--- src/logic/nameTablePkg.sv ---
/* name table shared definitions */

`default_nettype none

package nameTablePkg;

    // widths that carry a meaning
    typedef logic [31:0] wordT;
    typedef logic [7:0]  wordAddrT;
    typedef logic [3:0]  byteEnT;
    typedef logic [4:0]  tileCoordT;
    typedef logic [7:0]  tileIdxT;
    typedef logic [1:0]  paletteT;
    typedef logic [9:0]  busAddrT;

    // ram geometry and address map
    localparam int ramDepth   = 256;
    // 32 x 30 tiles, four per word
    localparam int nameWords  = 240;
    // attribute bytes sit right after the name words
    localparam int attrBase   = nameWords;
    localparam int tableWords = 256;

    // axi write response codes
    localparam logic [1:0] respOkay   = 2'b00;
    localparam logic [1:0] respSlvErr = 2'b10;

    // loader FSM
    typedef enum logic [1:0] {ldIdle, ldCollect, ldRequest, ldDone} loadStateT;

    // axi write slave FSM
    typedef enum logic [1:0] {slvIdle, slvWrite, slvRespond} slaveStateT;

endpackage

`default_nettype wire

--- src/logic/tileFetch.sv ---
/* tile fetch pipeline */

`timescale 1ns/1ps
`default_nettype none

module tileFetch (
    input  wire                     clk_flashToNametable,
    input  wire                     rst,
    input  wire                     fetchValid,
    input  nameTablePkg::tileCoordT tileX,
    input  nameTablePkg::tileCoordT tileY,
    output nameTablePkg::wordAddrT  nameAddr,
    output nameTablePkg::wordAddrT  attrAddr,
    input  nameTablePkg::wordT      nameData,
    input  nameTablePkg::wordT      attrData,
    output logic                    tileValid,
    output nameTablePkg::tileIdxT   tileIndex,
    output nameTablePkg::paletteT   paletteSel
);

    logic [9:0] tileNum;
    logic [5:0] attrByte;
    // stage 1 side info, travels with the ram read
    logic       validS1;
    logic [1:0] nameLaneS1;
    logic [1:0] attrLaneS1;
    logic [2:0] palShiftS1;
    logic [7:0] attrSel;

    // row times 32 plus column
    assign tileNum  = {tileY, tileX};
    // one attribute byte per 4x4 tile block, 8 per block row
    assign attrByte = {tileY[4:2], tileX[4:2]};

    assign nameAddr = tileNum[9:2];
    assign attrAddr = nameTablePkg::wordAddrT'(nameTablePkg::attrBase) + {4'd0, attrByte[5:2]};

    always_ff @(posedge clk_flashToNametable) begin
        if (rst) begin
            validS1   <= 1'b0;
            tileValid <= 1'b0;
        end else begin
            validS1   <= fetchValid;
            tileValid <= validS1;
        end
    end

    // stage 1 lane and shift
    always_ff @(posedge clk_flashToNametable) begin
        nameLaneS1 <= tileNum[1:0];
        attrLaneS1 <= attrByte[1:0];
        // quadrant inside the block, 4 per row half plus 2 per column half
        palShiftS1 <= {tileY[1], tileX[1], 1'b0};
    end

    // attribute byte out of the read word
    assign attrSel = attrData[8*attrLaneS1 +: 8];

    // stage 2 byte and field select
    always_ff @(posedge clk_flashToNametable) begin
        tileIndex  <= nameData[8*nameLaneS1 +: 8];
        paletteSel <= nameTablePkg::paletteT'(attrSel >> palShiftS1);
    end

endmodule

`default_nettype wire

--- config.mk ---
export PLATFORM = sky130hd
export DESIGN_NAME = tileFetch
export DESIGN_NICKNAME = d
export VERILOG_FILES = /design/src/logic/nameTablePkg.sv /design/src/logic/tileFetch.sv
export SDC_FILE = /design/constraint.sdc
export NUM_CORES = 1
export LEC_CHECK = 0
export BUFFER_PORTS_ARGS = -buffer_cell sky130_fd_sc_hd__buf_2
export CAP_MARGIN = 10
export CORE_MARGIN = 2
export CORE_UTILIZATION = 30
export DETAILED_ROUTE_END_ITERATION = 8
export PLACE_DENSITY = 0.78
export SKIP_CTS_REPAIR_TIMING = 1
export SLEW_MARGIN = 10
export SYNTH_ARGS = -nofsm -noshare
export SYNTH_HDL_FRONTEND = slang
export SYNTH_SLANG_ARGS = --single-unit
--- constraint.sdc ---
create_clock -name clk_flashToNametable -period 1.3 [get_ports clk_flashToNametable]
set_input_delay 0 -clock clk_flashToNametable [delete_from_list [all_inputs] [get_ports clk_flashToNametable]]
set_output_delay 0 -clock clk_flashToNametable [all_outputs]
set_load 0.01 [all_outputs]
==> impl_metrics.json <==
{
  "outcome": "finished, violations left",
  "violations": "setup timing",
  "cts_buffer_depth": 2,
  "wl_mm": 2.429,
  "leakagePower_nw": 0.7276,
  "period_share_pct": 102.4,
  "viasPerCell": 4.581,
  "yosys_register_bits": 17,
  "drive_above_1_share_pct": 70.59,
  "final_common_cell": "buf_2",
  "yosysTopAreaCell": "dfxtp_1",
  "worstSetupStartpointType": "flop",
  "grt_max_degree": 11,
  "setup_ws_ns": -0.03060,
  "io_pins": 104,
  "yosysWarnings": 0,
  "crit_required_ns": 1.49,
  "grt_first_pass_wirelength_mm": 3.270,
  "fin_area_sq_um": 1463,
  "dpl.cell_count": 172,
  "fillCellCount": 285,
  "gp_congestion": 0.6533,
  "cp_slowest_stage_delay_ns": 0.50,
  "numCtsBuffers": 3,
  "antenna_found_initial": 0,
  "finalPower_mw": 1.213,
  "grt_usage_pct": 12.84,
  "vdd_drop_max_mv": 0.2728,
  "drc": 0,
  "synthTopCellsByArea": "dfxtp_1 36%, mux4_2 29%, buf_4 13%",
  "reg2reg_setup_slack_ns": -0.03,
  "post_layout_nonfiller_instances": 186,
  "core_area_sq_um": 3003,
  "crit_chain": "buf_12, mux4_2, a22oi_2, nand3_1",
  "portBuffers": 85,
  "finalSetupViolCount": 2,
  "crit_path_max_fanout": 8,
  "area_growth_pct": 56.49,
  "rsz0062_at_grt": "true",
  "cts_tree": "built",
  "drtAntennaViolNets": 0,
  "fin_crit_ns": 1.331,
  "worst_setup_path_end_kind": "flop",
  "cp_slowest_cell": "mux4_2",
  "syn_avg_cell_area_sq_um": 13.95,
  "fmax_ghz": 0.7515,
  "maxCapViolations": 0,
  "wire_per_inst_um": 13.06,
  "crit_family": "multiplexers",
  "cts.root.buffer_cell": "clkbuf_4",
  "path_clk_slew_ns": 0.11,
  "dpl-instance-area_sq_um": 1324,
  "fin_util_pct": 48.71,
  "die_area_sq_um": 3578,
  "final_max_slew_viol_count": 0,
  "antennaDiodeCount": 0,
  "crit_type": "flop to flop",
  "start_util_pct": 31.12,
  "hp-class": "input port to output port",
  "cp.buffers_inverters": 1,
  "netlist-cell-type-count": 14,
  "hold_viol": 0,
  "nets": 231,
  "ys_seq_area_share_pct": 36.41,
  "grt_pass1_vias": 772,
  "hold-worst-slack_ns": 0.000007707,
  "synth.top_cell.area_share_pct": 36.41,
  "die_y_um": 59.82,
  "clk_latency_ns": 0.29,
  "seqCellArea_sq_um": 341.6,
  "grt_overflow_total": 0,
  "arrival_ns": 1.52,
  "drtIter0Drc": 26,
  "route.vias.total": 852,
  "layout_common_cells": "85 x buf_2, 16 x dfxtp_1, 12 x mux4_2",
  "row_count": 20,
  "clock_sinks": 17,
  "dr.pass1.iters": 3,
  "syn_area_sq_um": 934.6,
  "multiInputGateArea_sq_um": 471.7,
  "clock_skew_ns": 0.006148,
  "p_per_area_nw_per_um2": 829.4,
  "h-tree-depth": 1,
  "post-dp-hpwl_mm": 2.023,
  "fp.dieW_um": 59.82,
  "netlist_instances": 67
}
## flip-flops by register name, indices dropped and copies added (netlist names)
| name | flops |
|---|---|
| nameLaneS1 | 1 |
| attrLaneS1 | 2 |
| palShiftS1 | 2 |
| tileValid | 1 |
| validS1 | 1 |
| tileIndex | 8 |
| paletteSel | 2 |
## routing by layer
| layer | part of all wire, % | up-vias | global-route usage, % |
|---|---|---|---|
| li1 | - | 407 | - |
| met1 | 37 | 367 | 13.59 |
| met2 | 47 | 73 | 21.89 |
| met3 | 15 | 5 | 4.545 |
| met4 | 1.5 | 0 | 7.302 |
| met5 | 0 | - | 0 |
## synthesized netlist by cell type (all sizes together)
library cell	count
mux4	16
clkbuf	1
buf	19
a22oi	2
nand3	4
dfxtp	17
conb	1
nand2	2
nor2	1
nor2b	4
## area by class of cell
type                            instances  area share [%]
Sequential cell                        17           23.35
Clock buffer                            3           1.540
Timing Repair Buffer                   99           39.69
Multi-Input combinational cell         33           32.25
Clock inverter                          1          0.3422
Tap cell                               33           2.823
## worst paths after layout
path                               startpoint             to  depth (start not counted)
worst min-delay path                 tileY[4]    nameAddr[7]                          0
worst max-delay path            attrLaneS1[0]  paletteSel[0]                          4
worst max register to register  attrLaneS1[0]  paletteSel[0]                          4
worst min register to register        validS1      tileValid                          1
## where the power goes
part           total [mW]  leakage [nW]  switching, mW  internal (mW)
sequential          0.584         0.143         0.0168          0.567
clock               0.289        0.0177          0.175          0.114
combinational       0.340         0.567          0.116          0.224
total                1.21         0.728          0.308          0.905
## per-stage QoR
stage	setup TNS, ns	setup WS (ns)
floorplan	0	0.005974
global placement	-0.1002	-0.05114
detailed placement	-0.1566	-0.08394
CTS	-0.1907	-0.1016
global route	-0.1578	-0.09198
finish	-0.05642	-0.03060
## kinds of logic (layout without fill, tap and decap cells)
| logic type | Yosys count | after routing | synth area share (%) |
|---|---|---|---|
| buffers and inverters | 20 | 103 | 15.39 |
| flip-flops | 17 | 17 | 36.41 |
| multiplexers | 16 | 16 | 40.16 |
| AND/OR/NAND/NOR | 11 | 11 | 6.024 |
| AO/OA/AOI/OAI | 2 | 2 | 1.606 |
| other | 1 | 4 | 0.4012 |
Note: power is estimated with default switching activity, not from simulation.
