`src/logic/nameTablePkg.sv`:
```
/* name table shared definitions */

`default_nettype none

package nameTablePkg;

    // widths that carry a meaning
    typedef logic [31:0] wordT;
    typedef logic [7:0]  wordAddrT;
    typedef logic [3:0]  byteEnT;
    typedef logic [4:0]  tileCoordT;
    typedef logic [7:0]  tileIdxT;
    typedef logic [1:0]  paletteT;
    typedef logic [9:0]  busAddrT;

    // ram geometry and address map
    localparam int ramDepth   = 256;
    // 32 x 30 tiles, four per word
    localparam int nameWords  = 240;
    // attribute bytes sit right after the name words
    localparam int attrBase   = nameWords;
    localparam int tableWords = 256;

    // axi write response codes
    localparam logic [1:0] respOkay   = 2'b00;
    localparam logic [1:0] respSlvErr = 2'b10;

    // loader FSM
    typedef enum logic [1:0] {ldIdle, ldCollect, ldRequest, ldDone} loadStateT;

    // axi write slave FSM
    typedef enum logic [1:0] {slvIdle, slvWrite, slvRespond} slaveStateT;

endpackage

`default_nettype wire

```
`src/logic/cpuWriteSlave.sv`:
```
/* axi4-lite write slave */

`timescale 1ns/1ps
`default_nettype none

module cpuWriteSlave (
    input  wire                    clk_flashToNametable,
    input  wire                    rst,
    input  wire                    awvalid,
    output logic                   awready,
    input  nameTablePkg::busAddrT  awaddr,
    input  wire                    wvalid,
    output logic                   wready,
    input  nameTablePkg::wordT     wdata,
    input  nameTablePkg::byteEnT   wstrb,
    output logic                   bvalid,
    input  wire                    bready,
    output logic [1:0]             bresp,
    output logic                   cpuReq,
    input  wire                    cpuGrant,
    output nameTablePkg::wordAddrT cpuAddr,
    output nameTablePkg::wordT     cpuData,
    output nameTablePkg::byteEnT   cpuByteEn
);

    nameTablePkg::slaveStateT state;
    logic                     awHave;
    logic                     wHave;
    logic                     awFire;
    logic                     wFire;
    nameTablePkg::busAddrT    addrReg;
    nameTablePkg::wordT       dataReg;
    nameTablePkg::byteEnT     strbReg;

    // each channel open in idle until its own beat is taken
    assign awready = (state == nameTablePkg::slvIdle) && !awHave;
    assign wready  = (state == nameTablePkg::slvIdle) && !wHave;
    assign awFire  = awvalid && awready;
    assign wFire   = wvalid && wready;

    // a 10-bit byte address always lands inside the 256 words
    assign cpuReq    = (state == nameTablePkg::slvWrite);
    assign cpuAddr   = addrReg[9:2];
    assign cpuData   = dataReg;
    assign cpuByteEn = strbReg;

    assign bvalid = (state == nameTablePkg::slvRespond);
    assign bresp  = nameTablePkg::respOkay;

    always_ff @(posedge clk_flashToNametable) begin
        if (rst) begin
            state  <= nameTablePkg::slvIdle;
            awHave <= 1'b0;
            wHave  <= 1'b0;
        end else begin
            case (state)
                nameTablePkg::slvIdle: begin
                    if (awFire) begin
                        awHave <= 1'b1;
                    end
                    if (wFire) begin
                        wHave <= 1'b1;
                    end
                    // both channels in hand, address and data in either order
                    if ((awHave || awFire) && (wHave || wFire)) begin
                        state <= nameTablePkg::slvWrite;
                    end
                end
                nameTablePkg::slvWrite: begin
                    // processor has priority so the grant comes right away
                    if (cpuGrant) begin
                        state  <= nameTablePkg::slvRespond;
                        awHave <= 1'b0;
                        wHave  <= 1'b0;
                    end
                end
                nameTablePkg::slvRespond: begin
                    if (bready) begin
                        state <= nameTablePkg::slvIdle;
                    end
                end
                default: begin
                    state <= nameTablePkg::slvIdle;
                end
            endcase
        end
    end

    // captured beats
    always_ff @(posedge clk_flashToNametable) begin
        if (awFire) begin
            addrReg <= awaddr;
        end
        if (wFire) begin
            dataReg <= wdata;
            strbReg <= wstrb;
        end
    end

endmodule

`default_nettype wire

```
`config.mk`:
```
export PLATFORM = sky130hd
export DESIGN_NAME = cpuWriteSlave
export DESIGN_NICKNAME = d
export VERILOG_FILES = /design/src/logic/nameTablePkg.sv /design/src/logic/cpuWriteSlave.sv
export SDC_FILE = /design/constraint.sdc
export NUM_CORES = 1
export LEC_CHECK = 0
export BUFFER_PORTS_ARGS = -buffer_cell sky130_fd_sc_hd__buf_4
export CAP_MARGIN = 20
export CORE_MARGIN = 2
export CORE_UTILIZATION = 37
export CTS_CLUSTER_DIAMETER = 60
export DETAILED_ROUTE_END_ITERATION = 10
export PLACE_DENSITY = 0.75
export SETUP_SLACK_MARGIN = 0.02
export SLEW_MARGIN = 20
export SYNTH_ARGS = -nofsm -noshare
export SYNTH_HDL_FRONTEND = slang
export SYNTH_SLANG_ARGS = --single-unit
```
`constraint.sdc`:
```
create_clock -name clk_flashToNametable -period 1.8 [get_ports clk_flashToNametable]
set_clock_uncertainty 0.05 [all_clocks]
set_input_delay 0.18 -clock clk_flashToNametable [delete_from_list [all_inputs] [get_ports clk_flashToNametable]]
set_output_delay 0.18 -clock clk_flashToNametable [all_outputs]
set_load 0.05 [all_outputs]
```
==> out/metrics.cfg <==
[power_and_ir_drop]
swShare_pct = 32.4
p_switching_uw = 898
p_total_mw = 2.77
p_clk_share_pct = 21.4
combPwrFrac_pct = 27.7
p_int_mw = 1.87
seqPwrFrac_pct = 50.9
irDropWorstVdd_uv = 610
power_density_nw_per_um2 = 1070
leakagePower_nw = 1.07

[setup_path]
worstSetupStartpointType = flop
crit_type = flop to primary output
endpoint_kind = primary output
ff2ff_setup_slack_ns = 0.28
worstReg2RegEnd = cpuData[14]$_DFFE_PN_
path_max_fanout = 9
arrival_ns = 1.29
rr_worst_depth = 2
crit_chain = and2b_1, buf_4
critical-path-max-stage-delay_ns = 0.57
required_ns = 1.57
regToRegStartpoint = state[0]$_SDFFE_PP0P_
slowest_stage = dfxtp_1

[sta]
hold_viol = 0
fmax_ghz = 0.657
setup_viol = 0
maxSlewViolCount = 0
final.period_utilization_pct = 84.5
fin_tns_setup_ns = 0
holdWs_ns = 0.0166
rsz0062_at_grt = false
period_minus_slack_ns = 1.52

[yosys]
synth.top_cell.area_share_pct = 84.5
post-synth-top-area-cell = edfxtp_1
synth_edf_count = 44
synthFlopType = edfxtp_1
yosys-top-cells-count = 44 x edfxtp_1, 4 x a21oi_1, 4 x dfxtp_1, 3 x nand2b_1
synth-seq-area-share_pct = 89.7
synth_cell_type_count = 17
synth-seq-cells = 48
syn_avg_cell_area_um2 = 21.4
synthCells = 73
synthesis.area_um2 = 1560
synthArstFlopShare_pct = 0
synth.most_common_cell = edfxtp_1
yosysWarningCount = 0
netlist_top_cells_area = edfxtp_1 85%, dfxtp_1 5.1%, a21oi_1 1.3%

[finish]
final_cells = 240
num-nets-final = 241
area_delta_synth_final_pct = 65.0
antenna_cells = 0
fin_util_pct = 64.0
drive_gt1_share_pct = 56.3

[clocking]
htree_levels = 2
clock_latency_ns = 0.28
cts.sinks = 48
clock-root-buffer = clkbuf_8
cts_tree = done
clk_path_buf_depth = 2
clk_pin_slew_ns = 0.08
cts_made_buffers = 5

[routing]
drt_iter0_drc = 63
drc = 0
firstDrtPassIters = 4
wl_per_cell_um = 15.0
vias = 1077
detail-route-antenna-nets = 0
wl_mm = 3.60
vias_per_cell = 4.49

[global_route]
antenna_found_initial = 0
gr-total-overflow = 0
grt_first_pass_wirelength_mm = 4.52
grt_pass1_vias = 991
grt_usage_pct = 13.4
grt_max_degree = 37

[floorplanning]
io_pins = 102
initial_core_util_pct = 38.8
core_area_um2 = 4030
die_width_um = 69.0
rows = 23
dieHeight_um = 69.0
design.die.area_um2 = 4760

[job]
cap_violations = 0

[placed_design]
gp_congestion = 0.717
hpwlAfterDp_mm = 2.72
portBuffers = 97
place_inst = 218

[hold_path]
hp-start = awaddr[4]
holdCritPathClass = input port to flop
holdPathEnd = addrReg[4]$_DFFE_PP_
whs_path_depth = 1

[run_status]
status = finished clean

## through the flow
step,worst slack (ns),cell area (um2)
after CTS,0.269,2480
after floorplan,0.0375,1590
after global placement,0.335,2350
after global routing,0.189,2580
final,0.279,2580
after detailed placement,0.282,2350
## registers in the layout (all words and copies together) (netlist names)
register   cells
cpuByteEn      4
addrReg        8
state          2
awHave         1
cpuData       32
wHave          1
## placed cells by master (no fill, tap or decap)
master / n
buf_4: 97
edfxtp_1: 44
dlygate4sd3_1: 14
clkbuf_8: 5
a21oi_1: 4
dfxtp_1: 4
nand2b_1: 3
nor3_4: 2
nor2b_1: 2
inv_1: 2
o32ai_1: 2
conb_1: 2
clkinvlp_4: 2
and2_1: 1
and2b_1: 1
and2_4: 1
nand3_1: 1
a211oi_1: 1
o31ai_1: 1
clkinv_1: 1
## cell families (layout without fill, tap and decap cells)
| group | count (synthesis) | in the layout | synth area share, % |
|---|---|---|---|
| compound gates | 8 | 8 | 3.36 |
| flops | 48 | 48 | 89.7 |
| other cells | 1 | 2 | 0.240 |
| simple gates | 11 | 11 | 4.56 |
| buf+inv | 5 | 121 | 2.16 |
## worst max path at each step
| stage | start | endpoint | slack [ns] | cells past startpoint |
|---|---|---|---|---|
| global placement | state[0]$_SDFFE_PP0P_ | cpuData[22]$_DFFE_PN_ | 0.33 | 2 |
| finish | state[0]$_SDFFE_PP0P_ | bvalid | 0.28 | 2 |
| global route | state[1]$_SDFFE_PP0P_ | cpuData[13]$_DFFE_PN_ | 0.19 | 2 |
| CTS | state[0]$_SDFFE_PP0P_ | bvalid | 0.27 | 2 |
| floorplan | state[1]$_SDFFE_PP0P_ | cpuByteEn[0]$_DFFE_PN_ | 0.04 | 2 |
| detailed placement | state[0]$_SDFFE_PP0P_ | cpuByteEn[3]$_DFFE_PN_ | 0.28 | 2 |
## per-layer routing
layer | up-vias | share of wire (%) | GRT usage (%)
li1 | 505 | - | -
met1 | 499 | 35 | 14.2
met2 | 71 | 51 | 23.6
met3 | 2 | 14 | 5.36
met4 | 0 | 0.39 | 5.88
met5 | - | 0 | 0
## cell type report
cell class / count / area, um2
fillers: 302 / 1450
flip-flops and latches: 48 / 1400
repair buffers: 111 / 868
multi-input cells: 21 / 151
clock buffers: 5 / 68.8
well taps: 50 / 62.6
clock inverters: 3 / 18.8
inverters: 2 / 7.51
## worst max-delay path: cells and delay by family (launching register included)
family                 cells  cell delay [ns]
and+or+nand+nor            1             0.25
DFF                        1             0.57
buffers and inverters      1             0.19
## power by group through the flow
stage | clock network (mW) | registers, mW | logic, mW
2_1_floorplan | 0 | 1.74 | 0.173
3_3_place_gp | 0 | 1.43 | 0.736
3_5_place_dp | 0 | 1.44 | 0.747
4_1_cts | 0.616 | 1.41 | 0.756
5_1_grt | 0.665 | 1.42 | 0.800
6_report | 0.593 | 1.41 | 0.767
## timing repair
action,in CTS,in global routing
hold endpoints to repair,4,10
hold buffers,4,10
buffers inserted,0,0
resized for setup,0,0
(Power assumes the default switching activity.)
