## config.mk

```make
export PLATFORM = sky130hd
export DESIGN_NAME = flashLoader
export DESIGN_NICKNAME = d
export VERILOG_FILES = /design/src/logic/nameTablePkg.sv /design/src/logic/flashLoader.sv
export SDC_FILE = /design/constraint.sdc
export NUM_CORES = 1
export LEC_CHECK = 0
export ABC_AREA = 1
export BUFFER_PORTS_ARGS = -buffer_cell sky130_fd_sc_hd__buf_2
export CORE_ASPECT_RATIO = 0.6
export CORE_MARGIN = 8
export CORE_UTILIZATION = 45
export DETAILED_ROUTE_END_ITERATION = 6
export PLACE_DENSITY_LB_ADDON = 0.2
export REMOVE_ABC_BUFFERS = 1
export SYNTH_ARGS = -nofsm -noshare
export SYNTH_HDL_FRONTEND = slang
export SYNTH_SLANG_ARGS = --single-unit
```

## constraint.sdc

```tcl
create_clock -name clk_flashToNametable -period 7.8 [get_ports clk_flashToNametable]
set_input_delay 0.78 -clock clk_flashToNametable [delete_from_list [all_inputs] [get_ports clk_flashToNametable]]
set_output_delay 0.78 -clock clk_flashToNametable [all_outputs]
set_load 0.03 [all_outputs]
```

## src/logic/nameTablePkg.sv

```systemverilog
/* name table shared definitions */

`default_nettype none

package nameTablePkg;

    // widths that carry a meaning
    typedef logic [31:0] wordT;
    typedef logic [7:0]  wordAddrT;
    typedef logic [3:0]  byteEnT;
    typedef logic [4:0]  tileCoordT;
    typedef logic [7:0]  tileIdxT;
    typedef logic [1:0]  paletteT;
    typedef logic [9:0]  busAddrT;

    // ram geometry and address map
    localparam int ramDepth   = 256;
    // 32 x 30 tiles, four per word
    localparam int nameWords  = 240;
    // attribute bytes sit right after the name words
    localparam int attrBase   = nameWords;
    localparam int tableWords = 256;

    // axi write response codes
    localparam logic [1:0] respOkay   = 2'b00;
    localparam logic [1:0] respSlvErr = 2'b10;

    // loader FSM
    typedef enum logic [1:0] {ldIdle, ldCollect, ldRequest, ldDone} loadStateT;

    // axi write slave FSM
    typedef enum logic [1:0] {slvIdle, slvWrite, slvRespond} slaveStateT;

endpackage

`default_nettype wire

```

## src/logic/flashLoader.sv

```systemverilog
/* flash byte stream loader */

`timescale 1ns/1ps
`default_nettype none

module flashLoader (
    input  wire                    clk_flashToNametable,
    input  wire                    rst,
    input  wire                    loadStart,
    input  wire                    flashValid,
    output logic                   flashReady,
    input  nameTablePkg::tileIdxT  flashByte,
    output logic                   loadReq,
    input  wire                    loadGrant,
    output nameTablePkg::wordAddrT loadAddr,
    output nameTablePkg::wordT     loadData,
    output logic                   loadDone
);

    nameTablePkg::loadStateT state;
    nameTablePkg::wordAddrT  wordCnt;
    logic [1:0]              byteCnt;
    nameTablePkg::wordT      shiftReg;
    logic                    byteFire;

    // stream stalls while a finished word waits for its grant
    assign flashReady = (state == nameTablePkg::ldCollect);
    assign byteFire   = flashValid && flashReady;

    assign loadReq  = (state == nameTablePkg::ldRequest);
    assign loadAddr = wordCnt;
    assign loadData = shiftReg;
    assign loadDone = (state == nameTablePkg::ldDone);

    always_ff @(posedge clk_flashToNametable) begin
        if (rst) begin
            state   <= nameTablePkg::ldIdle;
            wordCnt <= '0;
            byteCnt <= '0;
        end else begin
            case (state)
                nameTablePkg::ldIdle: begin
                    if (loadStart) begin
                        state   <= nameTablePkg::ldCollect;
                        wordCnt <= '0;
                        byteCnt <= '0;
                    end
                end
                nameTablePkg::ldCollect: begin
                    if (byteFire) begin
                        byteCnt <= byteCnt + 2'd1;
                        // fourth byte completes the word
                        if (byteCnt == 2'd3) begin
                            state <= nameTablePkg::ldRequest;
                        end
                    end
                end
                nameTablePkg::ldRequest: begin
                    if (loadGrant) begin
                        if (wordCnt == nameTablePkg::wordAddrT'(nameTablePkg::tableWords - 1)) begin
                            state <= nameTablePkg::ldDone;
                        end else begin
                            state   <= nameTablePkg::ldCollect;
                            wordCnt <= wordCnt + 8'd1;
                        end
                    end
                end
                // one cycle of done, then back to idle
                default: begin
                    state <= nameTablePkg::ldIdle;
                end
            endcase
        end
    end

    // first byte of a word ends up in lane 0
    always_ff @(posedge clk_flashToNametable) begin
        if (byteFire) begin
            shiftReg <= {flashByte, shiftReg[31:8]};
        end
    end

endmodule

`default_nettype wire

```

==> run_results.csv <==
group,metric,value,unit
pwr,power.density_cell_area,244,nW/um^2
synth,synthMuxAreaShare,0,
clocking,cts-hold-fix-buffers,0,
clocking,count_of_buffers_added_by_post_cts_timing_repair_for_setup,0,
finish,nNetsFinal,223,
worst_setup_path,arrival,1.32,ns
sta,final-setup-viol-count,0,
worst_setup_path,cp.buffers_inverters,3,
routing,detail_route.first_pass.iterations,4,
die,design.core.area,3660,um^2
worst_hold_path,min_path_type,"flip-flop to flip-flop",
finish,final_cell_area,2150,um^2
routing,remaining_drc_errors,0,
die,ios,56,
synth,async_reset_ff_frac,0,
synth,yosysWarningCount,0,
synth,synth.cells.most_frequent,"sky130_fd_sc_hd__edfxtp_1, sky130_fd_sc_hd__nand2_1, sky130_fd_sc_hd__inv_1",
die,effective_utilization_at_floorplan,0.465,
routing,route.final.wire_length,3580,um
clocking,post_cts.resized_instances,0,
sta,timing.final.max_slew_violations,0,
worst_setup_path,slowest_stage,"sky130_fd_sc_hd__dfxtp_1",
finish,fill_cells,315,
worst_setup_path,critical_path.endpoint,"loadReq",
pwr,p_leak,0.931,nW
sta,achievable-frequency,477,MHz
sta,max_slew_margin,0.739,
worst_hold_path,worstHoldStart,"loadData[15]$_DFFE_PP_",
finish,num_antenna_cells,0,
worst_setup_path,end_kind,"output port",
worst_setup_path,critical_path_peak_fanout,6,
placed_design,dpl.hpwl,2780,um
global_routing,initial_antenna_violation_count,0,
global_routing,globalRoute.totalOverflow,0,
synth,synth_seq_area_share,0.705,
clocking,clock_tree_from_tritoncts,"done",
routing,initialDrtViolationCount,70,
synth,postSynthCellCount,145,
sta,finalCriticalPeriod,2.10,ns
clocking,cts_inserted_buffers,5,
clocking,worst_skew_pair.late_latency,0.28,ns
routing,vias,1207,
status,status,"complete, no violations",
synth,complex_gate_fraction_of_the_synthesized_area,0.0485,
synth,synth.top_cells.by_area,"sky130_fd_sc_hd__edfxtp_1, sky130_fd_sc_hd__dfxtp_1, sky130_fd_sc_hd__nand2_1",
sta,totalNegativeSetupSlack,0,ns
placed_design,gp_congestion,0.949,
worst_setup_path,top_family_by_delay_on_critical_path,"flip-flops",
global_routing,vias_in_the_first_global_route,1171,
routing,route.antenna.remaining_nets,0,
worst_setup_path,r2r-start,"loadAddr[0]$_SDFFE_PP0P_",
clocking,cts_num_sinks,44,
routing,route.detailed.wl_per_inst,14.0,um
worst_setup_path,worst-setup-path-type,"flip-flop to output port",
clocking,path_clk_slew,0.08,ns
routing,vias_per_cell,4.71,
placed_design,numPortBuffers,55,
synth,synthesis.area,1700,um^2
die,die_width,95.4,um
synth,synth_edf_count,32,
sta,worst-slew-pin-transition,0.391,ns
synth,postSynthRegisterBits,44,
worst_setup_path,cp-startpoint,"state[0]$_SDFFE_PP0P_",
synth,yosys.area_share.simple,0.177,
worst_setup_path,worst-path-stages,4,
job,maxCapViolations,0,
synth,synth.top_cell.area_share,0.564,
worst_setup_path,critical-path-max-stage-delay,0.46,ns
synth,synth.distinct_cells,23,
worst_setup_path,setup.worst_path.start_class,"flip-flop",
die,fp-row-count,17,
global_routing,maximum_number_of_pins_on_one_net_before_global_route_repair,33,
worst_hold_path,worst_hold_path.num_cells,0,
finish,synthToLayoutAreaGrowth,26.5,%
synth,post_synth.cell_area_avg,11.7,um^2
worst_setup_path,timing.critical_path.cells,"inv_2 -> nand2_2 -> inv_1 -> buf_2",
synth,synth_top_family_by_area,"simple AND/OR/NAND/NOR gates",
die,die_h,63.7,um
die,dieArea,6070,um^2
worst_setup_path,cp.required,7.02,ns
worst_setup_path,worstRegToRegCells,7,
worst_setup_path,r2r_setup_slack,6.30,ns
sta,rsz0062_at_grt,"no",
finish,final_layout_size_suffix_gt1_frac,0.354,
synth,synth-adder-area-share,0.0147,
sta,timing.final.hold_violations,0,
synth,yosysTopAreaCell,"sky130_fd_sc_hd__edfxtp_1",
synth,yosysMostFrequentCell,"sky130_fd_sc_hd__edfxtp_1",
pwr,power.ir.vdd_worst,155,uV
global_routing,track_usage,0.122,
sta,final_min_period_over_clock_period,0.269,
clocking,root_buffer,"sky130_fd_sc_hd__clkbuf_8",
synth,synth_xor_area_frac,0.00514,
sta,hold-worst-slack,0.445,ns
synth,ys_dominant_reg_cell,"sky130_fd_sc_hd__edfxtp_1",
placed_design,dp_area,2050,um^2
sta,finClkSkew,0.00318,ns
pwr,totalPowerFinal,0.526,mW
worst_setup_path,worstReg2RegEnd,"loadAddr[4]$_SDFFE_PP0P_",
clocking,htree_num_levels,2,
global_routing,grt_pass1_wl,5710,um
clocking,ctsLongestPathBuffers,2,
## worst register-to-register path: stages, from the launching register on
cell	delay, ns
sky130_fd_sc_hd__dfxtp_1	0.34
sky130_fd_sc_hd__ha_1	0.22
sky130_fd_sc_hd__nand2_1	0.19
sky130_fd_sc_hd__nor2_4	0.08
sky130_fd_sc_hd__nand3_4	0.12
sky130_fd_sc_hd__nand3_4	0.14
sky130_fd_sc_hd__o21ai_0	0.23
sky130_fd_sc_hd__nor2_1	0.07
## logic make-up (layout without fill, tap and decap cells)
kind of cell             Yosys count  after routing
adder cells (fa/ha/maj)            2              2
buffers and inverters             22             86
XOR/XNOR                           1              1
flip-flops                        44             44
AND/OR/NAND/NOR                   61             61
AO/OA/AOI/OAI                     15             15
## where the power goes
| group | internal, mW | total [mW] | leakage (nW) | switching [mW] |
|---|---|---|---|---|
| registers | 0.268 | 0.276 | 0.391 | 0.00864 |
| clock network | 0.0950 | 0.166 | 0.0552 | 0.0714 |
| logic | 0.0221 | 0.0834 | 0.485 | 0.0614 |
## state kept, by name, summed over array words and instances (netlist names)
register and count:
loadData 32, loadAddr 8, byteCnt 2, state 2
## layer usage
layer  up-vias  share of wire  global-route usage
met4         0          0.011              0.0514
li1        611              -                   -
met5         -              0                   0
met1       554           0.46               0.152
met3         5          0.088              0.0496
met2        37           0.44               0.180
## metrics by stage
stage | util | cells | worst slack (ns)
after global placement | 0.560 | 248 | 6.06
after CTS | 0.589 | 256 | 5.71
final | 0.589 | 256 | 5.70
after detailed placement | 0.560 | 248 | 6.03
after floorplan | - | 145 | 5.07
after global routing | 0.589 | 256 | 5.62
## cells in the final DEF (no fill, tap or decap)
master	Yosys	final
sky130_fd_sc_hd__a211oi_1	1	1
sky130_fd_sc_hd__a21oi_1	7	7
sky130_fd_sc_hd__a21oi_2	1	1
sky130_fd_sc_hd__a31oi_1	1	1
sky130_fd_sc_hd__buf_2	0	55
sky130_fd_sc_hd__buf_4	0	1
sky130_fd_sc_hd__bufinv_16	0	1
sky130_fd_sc_hd__clkbuf_1	0	1
sky130_fd_sc_hd__clkbuf_8	0	5
sky130_fd_sc_hd__clkinv_2	1	2
sky130_fd_sc_hd__dfxtp_1	12	12
sky130_fd_sc_hd__edfxtp_1	32	32
sky130_fd_sc_hd__ha_1	2	2
sky130_fd_sc_hd__inv_1	20	20
sky130_fd_sc_hd__inv_2	1	1
sky130_fd_sc_hd__nand2_1	26	26
sky130_fd_sc_hd__nand2_2	2	2
sky130_fd_sc_hd__nand2_4	1	1
sky130_fd_sc_hd__nand3_1	4	4
sky130_fd_sc_hd__nand3_4	2	2
sky130_fd_sc_hd__nand3b_1	1	1
sky130_fd_sc_hd__nand4_1	3	3
sky130_fd_sc_hd__nor2_1	19	18
sky130_fd_sc_hd__nor2_2	0	1
sky130_fd_sc_hd__nor2_4	2	2
sky130_fd_sc_hd__nor3_1	1	1
sky130_fd_sc_hd__o21ai_0	4	4
sky130_fd_sc_hd__o21ai_1	1	1
sky130_fd_sc_hd__xor2_1	1	1
## final cells by class
| cell class | count | area (um^2) | area share |
|---|---|---|---|
| sequential | 44 | 1200 | 0.557 |
| multi-input combinational | 79 | 420 | 0.195 |
| timing repair buffer | 56 | 283 | 0.131 |
| inverter | 22 | 83.8 | 0.0389 |
| clock buffer | 6 | 72.6 | 0.0337 |
| tap | 47 | 58.8 | 0.0273 |
| clock inverter | 2 | 35.0 | 0.0163 |
## worst min-delay path by stage
stage | to | slack, ns
after global routing | loadData[1]$_DFFE_PP_ | 0.46
after CTS | loadData[7]$_DFFE_PP_ | 0.45
after floorplan | byteCnt[0]$_SDFFE_PP0P_ | 0.46
after detailed placement | loadData[19]$_DFFE_PP_ | 0.43
after global placement | loadData[19]$_DFFE_PP_ | 0.43
final | loadData[7]$_DFFE_PP_ | 0.44
Note: power is estimated with default switching activity, not from simulation.
