$ cat config.mk
export PLATFORM = sky130hd
export DESIGN_NAME = writeArbiter
export DESIGN_NICKNAME = d
export VERILOG_FILES = /design/src/logic/nameTablePkg.sv /design/src/logic/writeArbiter.sv
export SDC_FILE = /design/constraint.sdc
export NUM_CORES = 1
export LEC_CHECK = 0
export BUFFER_PORTS_ARGS = -buffer_cell sky130_fd_sc_hd__clkbuf_2
export CAP_MARGIN = 10
export CORE_ASPECT_RATIO = 1.25
export CORE_UTILIZATION = 28
export DETAILED_ROUTE_END_ITERATION = 16
export GPL_TIMING_DRIVEN = 0
export PLACE_DENSITY = 0.8
export SLEW_MARGIN = 30
export SYNTH_ARGS = -nofsm -noshare
export SYNTH_HDL_FRONTEND = slang
export SYNTH_SLANG_ARGS = --single-unit
$ cat constraint.sdc
create_clock -name vclk -period 1.5
set_clock_uncertainty 0.15 [all_clocks]
set_input_delay 0.3 -clock vclk [all_inputs]
set_output_delay 0.3 -clock vclk [all_outputs]
set_load 0.01 [all_outputs]
$ cat src/logic/nameTablePkg.sv
/* name table shared definitions */

`default_nettype none

package nameTablePkg;

    // widths that carry a meaning
    typedef logic [31:0] wordT;
    typedef logic [7:0]  wordAddrT;
    typedef logic [3:0]  byteEnT;
    typedef logic [4:0]  tileCoordT;
    typedef logic [7:0]  tileIdxT;
    typedef logic [1:0]  paletteT;
    typedef logic [9:0]  busAddrT;

    // ram geometry and address map
    localparam int ramDepth   = 256;
    // 32 x 30 tiles, four per word
    localparam int nameWords  = 240;
    // attribute bytes sit right after the name words
    localparam int attrBase   = nameWords;
    localparam int tableWords = 256;

    // axi write response codes
    localparam logic [1:0] respOkay   = 2'b00;
    localparam logic [1:0] respSlvErr = 2'b10;

    // loader FSM
    typedef enum logic [1:0] {ldIdle, ldCollect, ldRequest, ldDone} loadStateT;

    // axi write slave FSM
    typedef enum logic [1:0] {slvIdle, slvWrite, slvRespond} slaveStateT;

endpackage

`default_nettype wire

$ cat src/logic/writeArbiter.sv
/* ram write port arbiter */

`timescale 1ns/1ps
`default_nettype none

module writeArbiter (
    input  wire                    clk_flashToNametable,
    input  wire                    rst,
    input  wire                    cpuReq,
    input  nameTablePkg::wordAddrT cpuAddr,
    input  nameTablePkg::wordT     cpuData,
    input  nameTablePkg::byteEnT   cpuByteEn,
    output logic                   cpuGrant,
    input  wire                    loadReq,
    input  nameTablePkg::wordAddrT loadAddr,
    input  nameTablePkg::wordT     loadData,
    output logic                   loadGrant,
    output nameTablePkg::byteEnT   writeEn,
    output nameTablePkg::wordAddrT writeAddr,
    output nameTablePkg::wordT     writeData
);

    // loader stall cycles, saturating, for debug after reset
    logic [15:0] stallCount;
    logic        loadStall;

    // processor first, loader only on a free cycle
    assign cpuGrant  = cpuReq;
    assign loadGrant = loadReq && !cpuReq;
    assign loadStall = loadReq && !loadGrant;

    // single write port of the ram
    always_comb begin
        if (cpuGrant) begin
            writeEn   = cpuByteEn;
            writeAddr = cpuAddr;
            writeData = cpuData;
        end else if (loadGrant) begin
            // loader always writes whole words
            writeEn   = 4'hf;
            writeAddr = loadAddr;
            writeData = loadData;
        end else begin
            writeEn   = '0;
            writeAddr = loadAddr;
            writeData = loadData;
        end
    end

    always_ff @(posedge clk_flashToNametable) begin
        if (rst) begin
            stallCount <= '0;
        end else if (loadStall && (stallCount != 16'hffff)) begin
            stallCount <= stallCount + 16'd1;
        end
    end

endmodule

`default_nettype wire

==> impl_results.md, run 1 <==
- Most common cell after layout, fill and taps aside: clkbuf_2
- Logic pwr share: 100.0%
- Final Cell Area: ~0.0015 mm²
- Gpl congestion: 0.671
- Worst Hold Class: input pin to primary output
- First-pass GRT wire length: 2.92 mm
- Final ANT Viol Nets: 0
- Status: finished, final reports clean
- Sequential share of power: 0%
- Share of layout cells above drive strength 1: 99.5%
- Tcrit/Tclk final: 96.7%
- DRC: 0
- Die area: around 0.0029 mm²
- Drt pass-1 iters: 2
- Core area: 0.00248 mm²
- Max Fclk: 690 MHz
- Via-to-Cell Ratio: 4.23
- Worst-path fanout max: 10
- Total grt overflow: 0
- Most frequent cells in the layout: clkbuf_2 (131), mux2_4 (39), buf_12 (5), mux2_2 (5)
- Placed Cells incl. Taps: 215
- Cell Area, Placed: 0.00144 mm²
- Peak VDD IR: 181 µV
- Crit path kind: input pin to primary output
- Sequential fraction of the synthesis area: 0%
- Seq Cell Count: 0
- Initial drt markers: 5
- Syn Nets: around 140
- CP Launch Point: cpuReq
- Initial cell density of the core: 30.2%
- CP Capture Type: primary output
- Pins over their slew limit: 0
- Final Non-Filler Cells: 215
- Tot GR Track Use: a little over an eighth
- Via Count: 909
- Slew HR: 94.4%
- Mapped Area: 747 µm²
- # rows: 20
- Yosys cell types: 6
- Post-Syn Area per Cell: approximately 15 µm²
- ANT cells: 0
- Leakage: 0.938 nW
- Hold Buf Count CTS: 0
- Final net count: 272
- Wirelength, routed: 2.31 mm
- Required time worst endpoint: ~1100 ps
- Clock power frac: 0%
- Number of global-route vias before repair: 759
- Area of the multi-input gates: 648 µm²
- Layout fillers: between 200 and 250
- Chip height: 59.7 µm
- Num ports: roughly 130
- Minimum clock period: 1450 ps
- Crit path DAT: 1000 ps
- Area grow syn2layout: 94.5%
- Antenna violations before repair: 0
- Sw Pwr: roughly 0.17 mW
- Final hold vios: 0
- Setup Viol. Count Final: 0
- Die Span X: 48.2 µm
- Tot Pwr: 0.470 mW
- Clock buffer cells: 0
- Post-Synthesis Cells: 51
- Max-cap violations: 0
- CP Launch Type: input pin
- Post-DP HPWL: ~2.2 mm
- Synth warn: 0
- Switch share: 36.5%
- Port buffer count: around 130
- Largest net degree at the start of global routing: 11
- Worst-margin pin slew: 83.3 ps
- Min-Delay Startpoint: cpuReq
- Drt wl/cell: 10.7 µm
- Register area: 0 µm²
- RSZ-0062 raised after global routing: false
- Pwr dens: around 320 mW/mm²
- Pint: about 0.30 mW
- Post-route setup TNS: 0 ps
path summary, 6_finish.rpt:
kind	endpoint	slack [ps]	cells after the start
max	writeData[26]	50	4
min	cpuGrant	640	2
power groups by stage:
| stage | combinational (mW) | sequential (mW) | clock [mW] |
|---|---|---|---|
| 2_1_floorplan | 0.264 | 0 | 0 |
| 3_3_place_gp | 0.464 | 0 | 0 |
| 3_5_place_dp | 0.473 | 0 | 0 |
| 4_1_cts | 0.475 | 0 | 0 |
| 5_1_grt | 0.509 | 0 | 0 |
| 6_report | 0.470 | 0 | 0 |
Yosys cell counts (all sizes together):
master,number,area (µm²)
mux2,44,642
buf,6,98.9
nor2b,1,6.26
area by class of cell:
type / count / area share [%]
Multi-Input combinational cell: 45 / 44.6
Tap cell: 33 / 2.84
Timing Repair Buffer: 131 / 45.1
Buffer: 6 / 7.41
cell families (layout without fill, tap and decap cells):
logic type | Yosys count | count (layout) | synth area share [%]
buffers and inverters | 6 | 137 | 13.2
muxes | 44 | 44 | 85.9
and+or+nand+nor | 1 | 1 | 0.838
per-layer routing:
metal  wire [µm]  global-route usage, %  vias up
li1            -                      -      455
met1         773                   13.2      398
met2        1330                   29.0       56
met3         201                  0.302        0
met4           0                      0        0
met5           0                      0        -
worst max-delay path, stage by stage:
cell	delay, ps
buf_12	130
buf_12	140
mux2_4	290
clkbuf_2	130
stage by stage:
step                      setup slack (ps)  utilization (%)  hold WS, ps
after floorplan                        149                -          542
after global placement              -0.195             58.3          639
after detailed placement             -1.23             58.3          639
after CTS                             22.1             58.4          640
after global routing                  14.2             58.6          647
final                                 50.1             58.6          639
repair_timing:
action / in CTS / in global routing
resized for setup: 1 / 1
buffers inserted: 0 / 0
setup endpoints to repair: 1 / 5
Note: power is estimated with default switching activity, not from simulation.
==> inputs of run 2 (changes only) <==
--- a/config.mk
+++ b/config.mk
@@ -5,13 +5,13 @@
 export SDC_FILE = /design/constraint.sdc
 export NUM_CORES = 1
 export LEC_CHECK = 0
+export ABC_AREA = 1
 export BUFFER_PORTS_ARGS = -buffer_cell sky130_fd_sc_hd__clkbuf_2
 export CAP_MARGIN = 10
-export CORE_ASPECT_RATIO = 1.25
-export CORE_UTILIZATION = 28
+export CORE_UTILIZATION = 26
 export DETAILED_ROUTE_END_ITERATION = 16
 export GPL_TIMING_DRIVEN = 0
-export PLACE_DENSITY = 0.8
+export PLACE_DENSITY = 0.93
 export SLEW_MARGIN = 30
 export SYNTH_ARGS = -nofsm -noshare
 export SYNTH_HDL_FRONTEND = slang
==> impl_results.md, run 2 <==
- Worst Hold Class: input pin to primary output
- Clock buffer cells: 0 (unchanged)
- Seq Cell Count: 0 (unchanged)
- Max Fclk: 757 MHz (+9.7%)
- Largest net degree at the start of global routing: 11 (unchanged)
- CP Launch Type: input pin
- Top-area cell type share of the netlist area: 62.9% (-16 points)
- Mapped Area: 651 µm² (-13%)
- Area grow syn2layout: 106%
- Slowest-stage cell, CP: buf_8
- Required time worst endpoint: 1050 ps (about the same)
- Pwr dens: 309 mW/mm² (-4.6%)
- Total grt overflow: 0 (unchanged)
- Die Span X: 52.0 µm (+7.9%)
- Slew HR: 90.9% (-3.6 points)
- Most frequent cells in the layout: clkbuf_2 (131), nand2_1 (109), nand2_2 (20)
- Via Count: 1239 (+36%)
- Drt wl/cell: 7.94 µm (-26%)
- Share of layout cells above drive strength 1: 59.6% (-40 points)
- Fin Hold WS: 646 ps (+6.53 ps)
- Hold Buf Count CTS: 0 (unchanged)
- Initial drt markers: 8 (+3)
- Clock power frac: 0% (unchanged)
- Via-to-Cell Ratio: 4.13 (-2.3%)
- First-pass GRT wire length: 3.55 mm (+22%)
- Die area: 0.00271 mm² (-6.0%)
- Final Non-Filler Cells: 300 (+40%)
- Post-route setup TNS: 0 ps (unchanged)
- # rows: 17 (-15%)
- Placed Cells incl. Taps: 300 (+40%)
- Switch share: 49.4% (+13 points)
- Final worst slack: 178 ps (+128 ps)
- Yosys cell types: 7 (+1)
- Port buffer count: 131 (unchanged)
- Drt pass-1 iters: 4 (+2)
- Logic pwr share: 100.0% (about the same)
- WHS Path Cells: 2 (unchanged)
- ANT cells: 0 (unchanged)
- Antenna violations before repair: 0 (unchanged)
- Final hold vios: 0 (unchanged)
- RSZ-0062 raised after global routing: false
- Post-Synthesis Cells: 141 (+180%)
- Pins over their slew limit: 0 (unchanged)
- Most common cell after layout, fill and taps aside: clkbuf_2
- Syn Nets: 229 (+65%)
- Final ANT Viol Nets: 0 (unchanged)
- Crit path DAT: 870 ps (-130 ps)
- Sequential share of power: 0% (unchanged)
- Core area: 0.00228 mm² (-8.1%)
- CP Capture Type: primary output
- Post-CTS Resized: 0 (-1)
- Post-DP HPWL: 2.16 mm (about the same)
- Wirelength, routed: 2.38 mm (+3.2%)
- Minimum clock period: 1320 ps (-128 ps)
- Sequential fraction of the synthesis area: 0% (unchanged)
- Tcrit/Tclk final: 88.1% (-8.5 points)
- Synth warn: 0 (unchanged)
- DRC: 0 (unchanged)
- Register area: 0 µm² (unchanged)
- Final net count: 362 (+33%)
- Setup Viol. Count Final: 0 (unchanged)
- Post-synth top cells: nand2_1 (109), nand2_2 (20), buf_4 (5), buf_6 (3), buf_8 (2)
- Initial cell density of the core: 28.6% (-1.6 points)
- Worst slack at placement: 171 ps (+172 ps)
- Ranking of synthesized cells by area: nand2_1 (63%), nand2_2 (19%), buf_4 (5.8%)
- Max-cap violations: 0 (unchanged)
- Tot GR Track Use: 16.1% (+2.9 points)
- Worst-path fanout max: 10 (unchanged)
- Leakage: 1.01 nW (+7.2%)
- Worst-margin pin slew: 137 ps (+53.5 ps)
- Number of global-route vias before repair: 1011 (+33%)
- Chip height: 52.0 µm (-13%)
- Gpl congestion: 0.686 (+2.1%)
- Synth area leader: nand2_1
- CP max stage delay: 140 ps (-150 ps)
- Peak VDD IR: 175 µV (-3.4%)
- Crit path kind: input pin to primary output
- Sw Pwr: 0.205 mW (+19%)
- Setup repair bufs after CTS: 0 (unchanged)
- Crit path cell chain: buf_6 -> inv_8 -> buf_8 -> nand2_2 -> nand2_1 -> clkbuf_2
- Post-Syn Area per Cell: 4.61 µm² (-68%)
- Status: finished, final reports clean
- Num ports: 134 (unchanged)
- Most common cell in the netlist: nand2_1
- Pint: 0.209 mW (-30%)
## run 2: changes by cell type after synthesis, sizes merged
cell   previous run  this run
inv               0         2
nand2             0       129
nor2b             1         0
buf               6        10
mux2             44         0
## run 2: cell families (layout without fill, tap and decap cells)
kind of cell	count (synthesis)	count (layout)	share of synthesized area, %
and+or+nand+nor	129	129	82.1
buffers and inverters	12	143	17.9
## run 2: final timing paths
| path | start | slack [ps] | endpoint |
|---|---|---|---|
| worst max-delay path | cpuReq | 180 | writeData[29] |
| worst min-delay path | cpuReq | 650 | cpuGrant |
## run 2: layout make-up
class	instances	area, µm²
Buffer	10	101
Multi-Input combinational cell	129	534
Timing Repair Buffer	131	656
Fill cell	227	935
Inverter	2	15.0
Tap cell	28	35.0
## run 2: critical path: cells and delay by family
kind / cells / cell delay (ps)
buffers and inverters: 4 / 450
and+or+nand+nor: 2 / 110
## run 2: metrics by stage
step	util [%]	cell area (µm²)	power [mW]
2_1_floorplan	-	651	0.202
3_3_place_gp	58.9	1340	0.413
3_5_place_dp	58.9	1340	0.419
4_1_cts	58.9	1340	0.421
5_1_grt	58.9	1340	0.462
6_report	58.9	1340	0.414
## run 2: power by group through the flow
stage	sequential (mW)	clock (mW)	combinational (mW)
finish	0	0	0.414
global route	0	0	0.462
CTS	0	0	0.421
detailed placement	0	0	0.419
global placement	0	0	0.413
floorplan	0	0	0.202
## run 2: routing by layer
layer,vias up,part of all wire [%],global-route usage (%)
li1,677,-,-
met1,489,35,15.5
met2,71,54,35.9
met3,2,11,0.877
met4,0,0.50,2.70
met5,-,0,0
==> inputs of run 3 (changes only) <==
--- a/config.mk
+++ b/config.mk
@@ -6,12 +6,13 @@
 export NUM_CORES = 1
 export LEC_CHECK = 0
 export ABC_AREA = 1
-export BUFFER_PORTS_ARGS = -buffer_cell sky130_fd_sc_hd__clkbuf_2
 export CAP_MARGIN = 10
-export CORE_UTILIZATION = 26
+export CORE_AREA = 2 2 52 54
 export DETAILED_ROUTE_END_ITERATION = 16
+export DIE_AREA = 0 0 54 56
+export DONT_BUFFER_PORTS = 1
 export GPL_TIMING_DRIVEN = 0
-export PLACE_DENSITY = 0.93
+export PLACE_DENSITY = 0.48
 export SLEW_MARGIN = 30
 export SYNTH_ARGS = -nofsm -noshare
 export SYNTH_HDL_FRONTEND = slang
==> impl_results.md, run 3 (synthesis gave the netlist of run 2 again) <==
- Required time worst endpoint: 1050 ps (about the same)
- Die area: 0.00302 mm² (+12%)
- Area grow syn2layout: 5.77%
- Worst-path fanout max: 10 (unchanged)
- Setup repair bufs after CTS: 0 (unchanged)
- Final ANT Viol Nets: 0 (unchanged)
- Clock power frac: 0% (unchanged)
- Gpl congestion: 0.754 (+9.9%)
- CP Capture Type: primary output
- # rows: 18 (+1)
- Minimum clock period: 1260 ps (-63.2 ps)
- Seq Cell Count: 0 (unchanged)
- Drt pass-1 iters: 4 (unchanged)
- Die Span X: 54 µm (+3.8%)
- Final hold vios: 0 (unchanged)
- RSZ-0062 raised after global routing: false
- Post-CTS Resized: 0 (unchanged)
- Final net count: 231 (-36%)
- Crit path kind: input pin to primary output
- First-pass GRT wire length: 2.60 mm (-27%)
- Via Count: 808 (-35%)
- Slew HR: 90.8% (about the same)
- Status: finished, final reports clean
- Most common cell after layout, fill and taps aside: nand2_1
- Total grt overflow: 0 (unchanged)
- Sequential share of power: 0% (unchanged)
- Hold Buf Count CTS: 0 (unchanged)
- Pwr dens: 326 mW/mm² (+5.6%)
- Leakage: 0.459 nW (-54%)
- Number of global-route vias before repair: 666 (-34%)
- Layout fillers: 273 (+20%)
- Tot Pwr: 0.224 mW (-46%)
- Core area: 0.00243 mm² (+6.9%)
- Share of layout cells above drive strength 1: 22.0% (-38 points)
- Antenna violations before repair: 0 (unchanged)
- Area of the multi-input gates: 534 µm² (unchanged)
- Sw Pwr: 0.151 mW (-26%)
- Drt wl/cell: 11.1 µm (+39%)
- Switch share: 67.2% (+18 points)
- Logic pwr share: 100.0% (about the same)
- Post-DP HPWL: 1.70 mm (-21%)
- Most frequent cells in the layout: nand2_1 (109), nand2_2 (20), buf_4 (5)
- Initial drt markers: 6 (-2)
- Tcrit/Tclk final: 83.9% (-4.2 points)
- DRC: 0 (unchanged)
- Initial cell density of the core: 26.7% (-1.8 points)
- Port buffer count: 0 (-100%)
- Post-route setup TNS: 0 ps (unchanged)
- Worst Hold Class: input pin to primary output
- Crit path DAT: 810 ps (-60 ps)
- Largest net degree at the start of global routing: 11 (unchanged)
- Pint: 0.0735 mW (-65%)
- Max Fclk: 794 MHz (+5.0%)
- Peak VDD IR: 143 µV (-18%)
- Pins over their slew limit: 0 (unchanged)
- Via-to-Cell Ratio: 4.73 (+14%)
- Clock buffer cells: 0 (unchanged)
- CP Launch Type: input pin
- Worst-margin pin slew: 138 ps (+1.35 ps)
- Wirelength, routed: 1.89 mm (-20%)
- Fin Hold WS: 545 ps (-101 ps)
- Max-cap violations: 0 (unchanged)
- Chip height: 56 µm (+7.6%)
- ANT cells: 0 (unchanged)
- Num ports: 134 (unchanged)
- Tot GR Track Use: 10.5% (-5.6 points)
- Setup Viol. Count Final: 0 (unchanged)
- Register area: 0 µm² (unchanged)
[run 3: path summary, 6_finish.rpt]
check,cells after the start,end,startpoint,slack [ps]
setup / recovery,5,writeData[12],cpuReq,240
hold / removal,1,cpuGrant,cpuReq,540
[run 3: power groups by stage]
stage	Sequential [mW]	Combinational (mW)	Clock [mW]
after floorplan	0	0.202	0
after global placement	0	0.226	0
after detailed placement	0	0.228	0
after CTS	0	0.228	0
after global routing	0	0.256	0
final	0	0.224	0
[run 3: layer usage]
metal / track usage, % / wire length, µm / vias to the layer above / share of wire, %
li1: - / - / 412 / -
met1: 9.78 / 614 / 322 / 32
met2: 24.0 / 1020 / 74 / 54
met3: 0 / 257 / 0 / 14
met4: 0 / 0 / 0 / 0
met5: 0 / 0 / - / 0
[run 3: critical path, cell delays in order]
cell and delay (ps):
buf_6 130, inv_8 80, buf_8 140, nand2_2 50
nand2_1 110
[run 3: stage by stage]
step | cell area [µm²] | setup WS, ps | instances | util, %
2_1_floorplan | 651 | 301 | 141 | -
3_3_place_gp | 688 | 225 | 171 | 28.3
3_5_place_dp | 688 | 222 | 171 | 28.3
4_1_cts | 688 | 222 | 171 | 28.3
5_1_grt | 688 | 176 | 171 | 28.3
6_report | 688 | 241 | 171 | 28.3
[run 3: layout make-up]
cell class / count / share of cell area [%]
buffer: 10 / 14.7
inverter: 2 / 2.18
multi-input combinational: 129 / 77.6
tap: 30 / 5.45
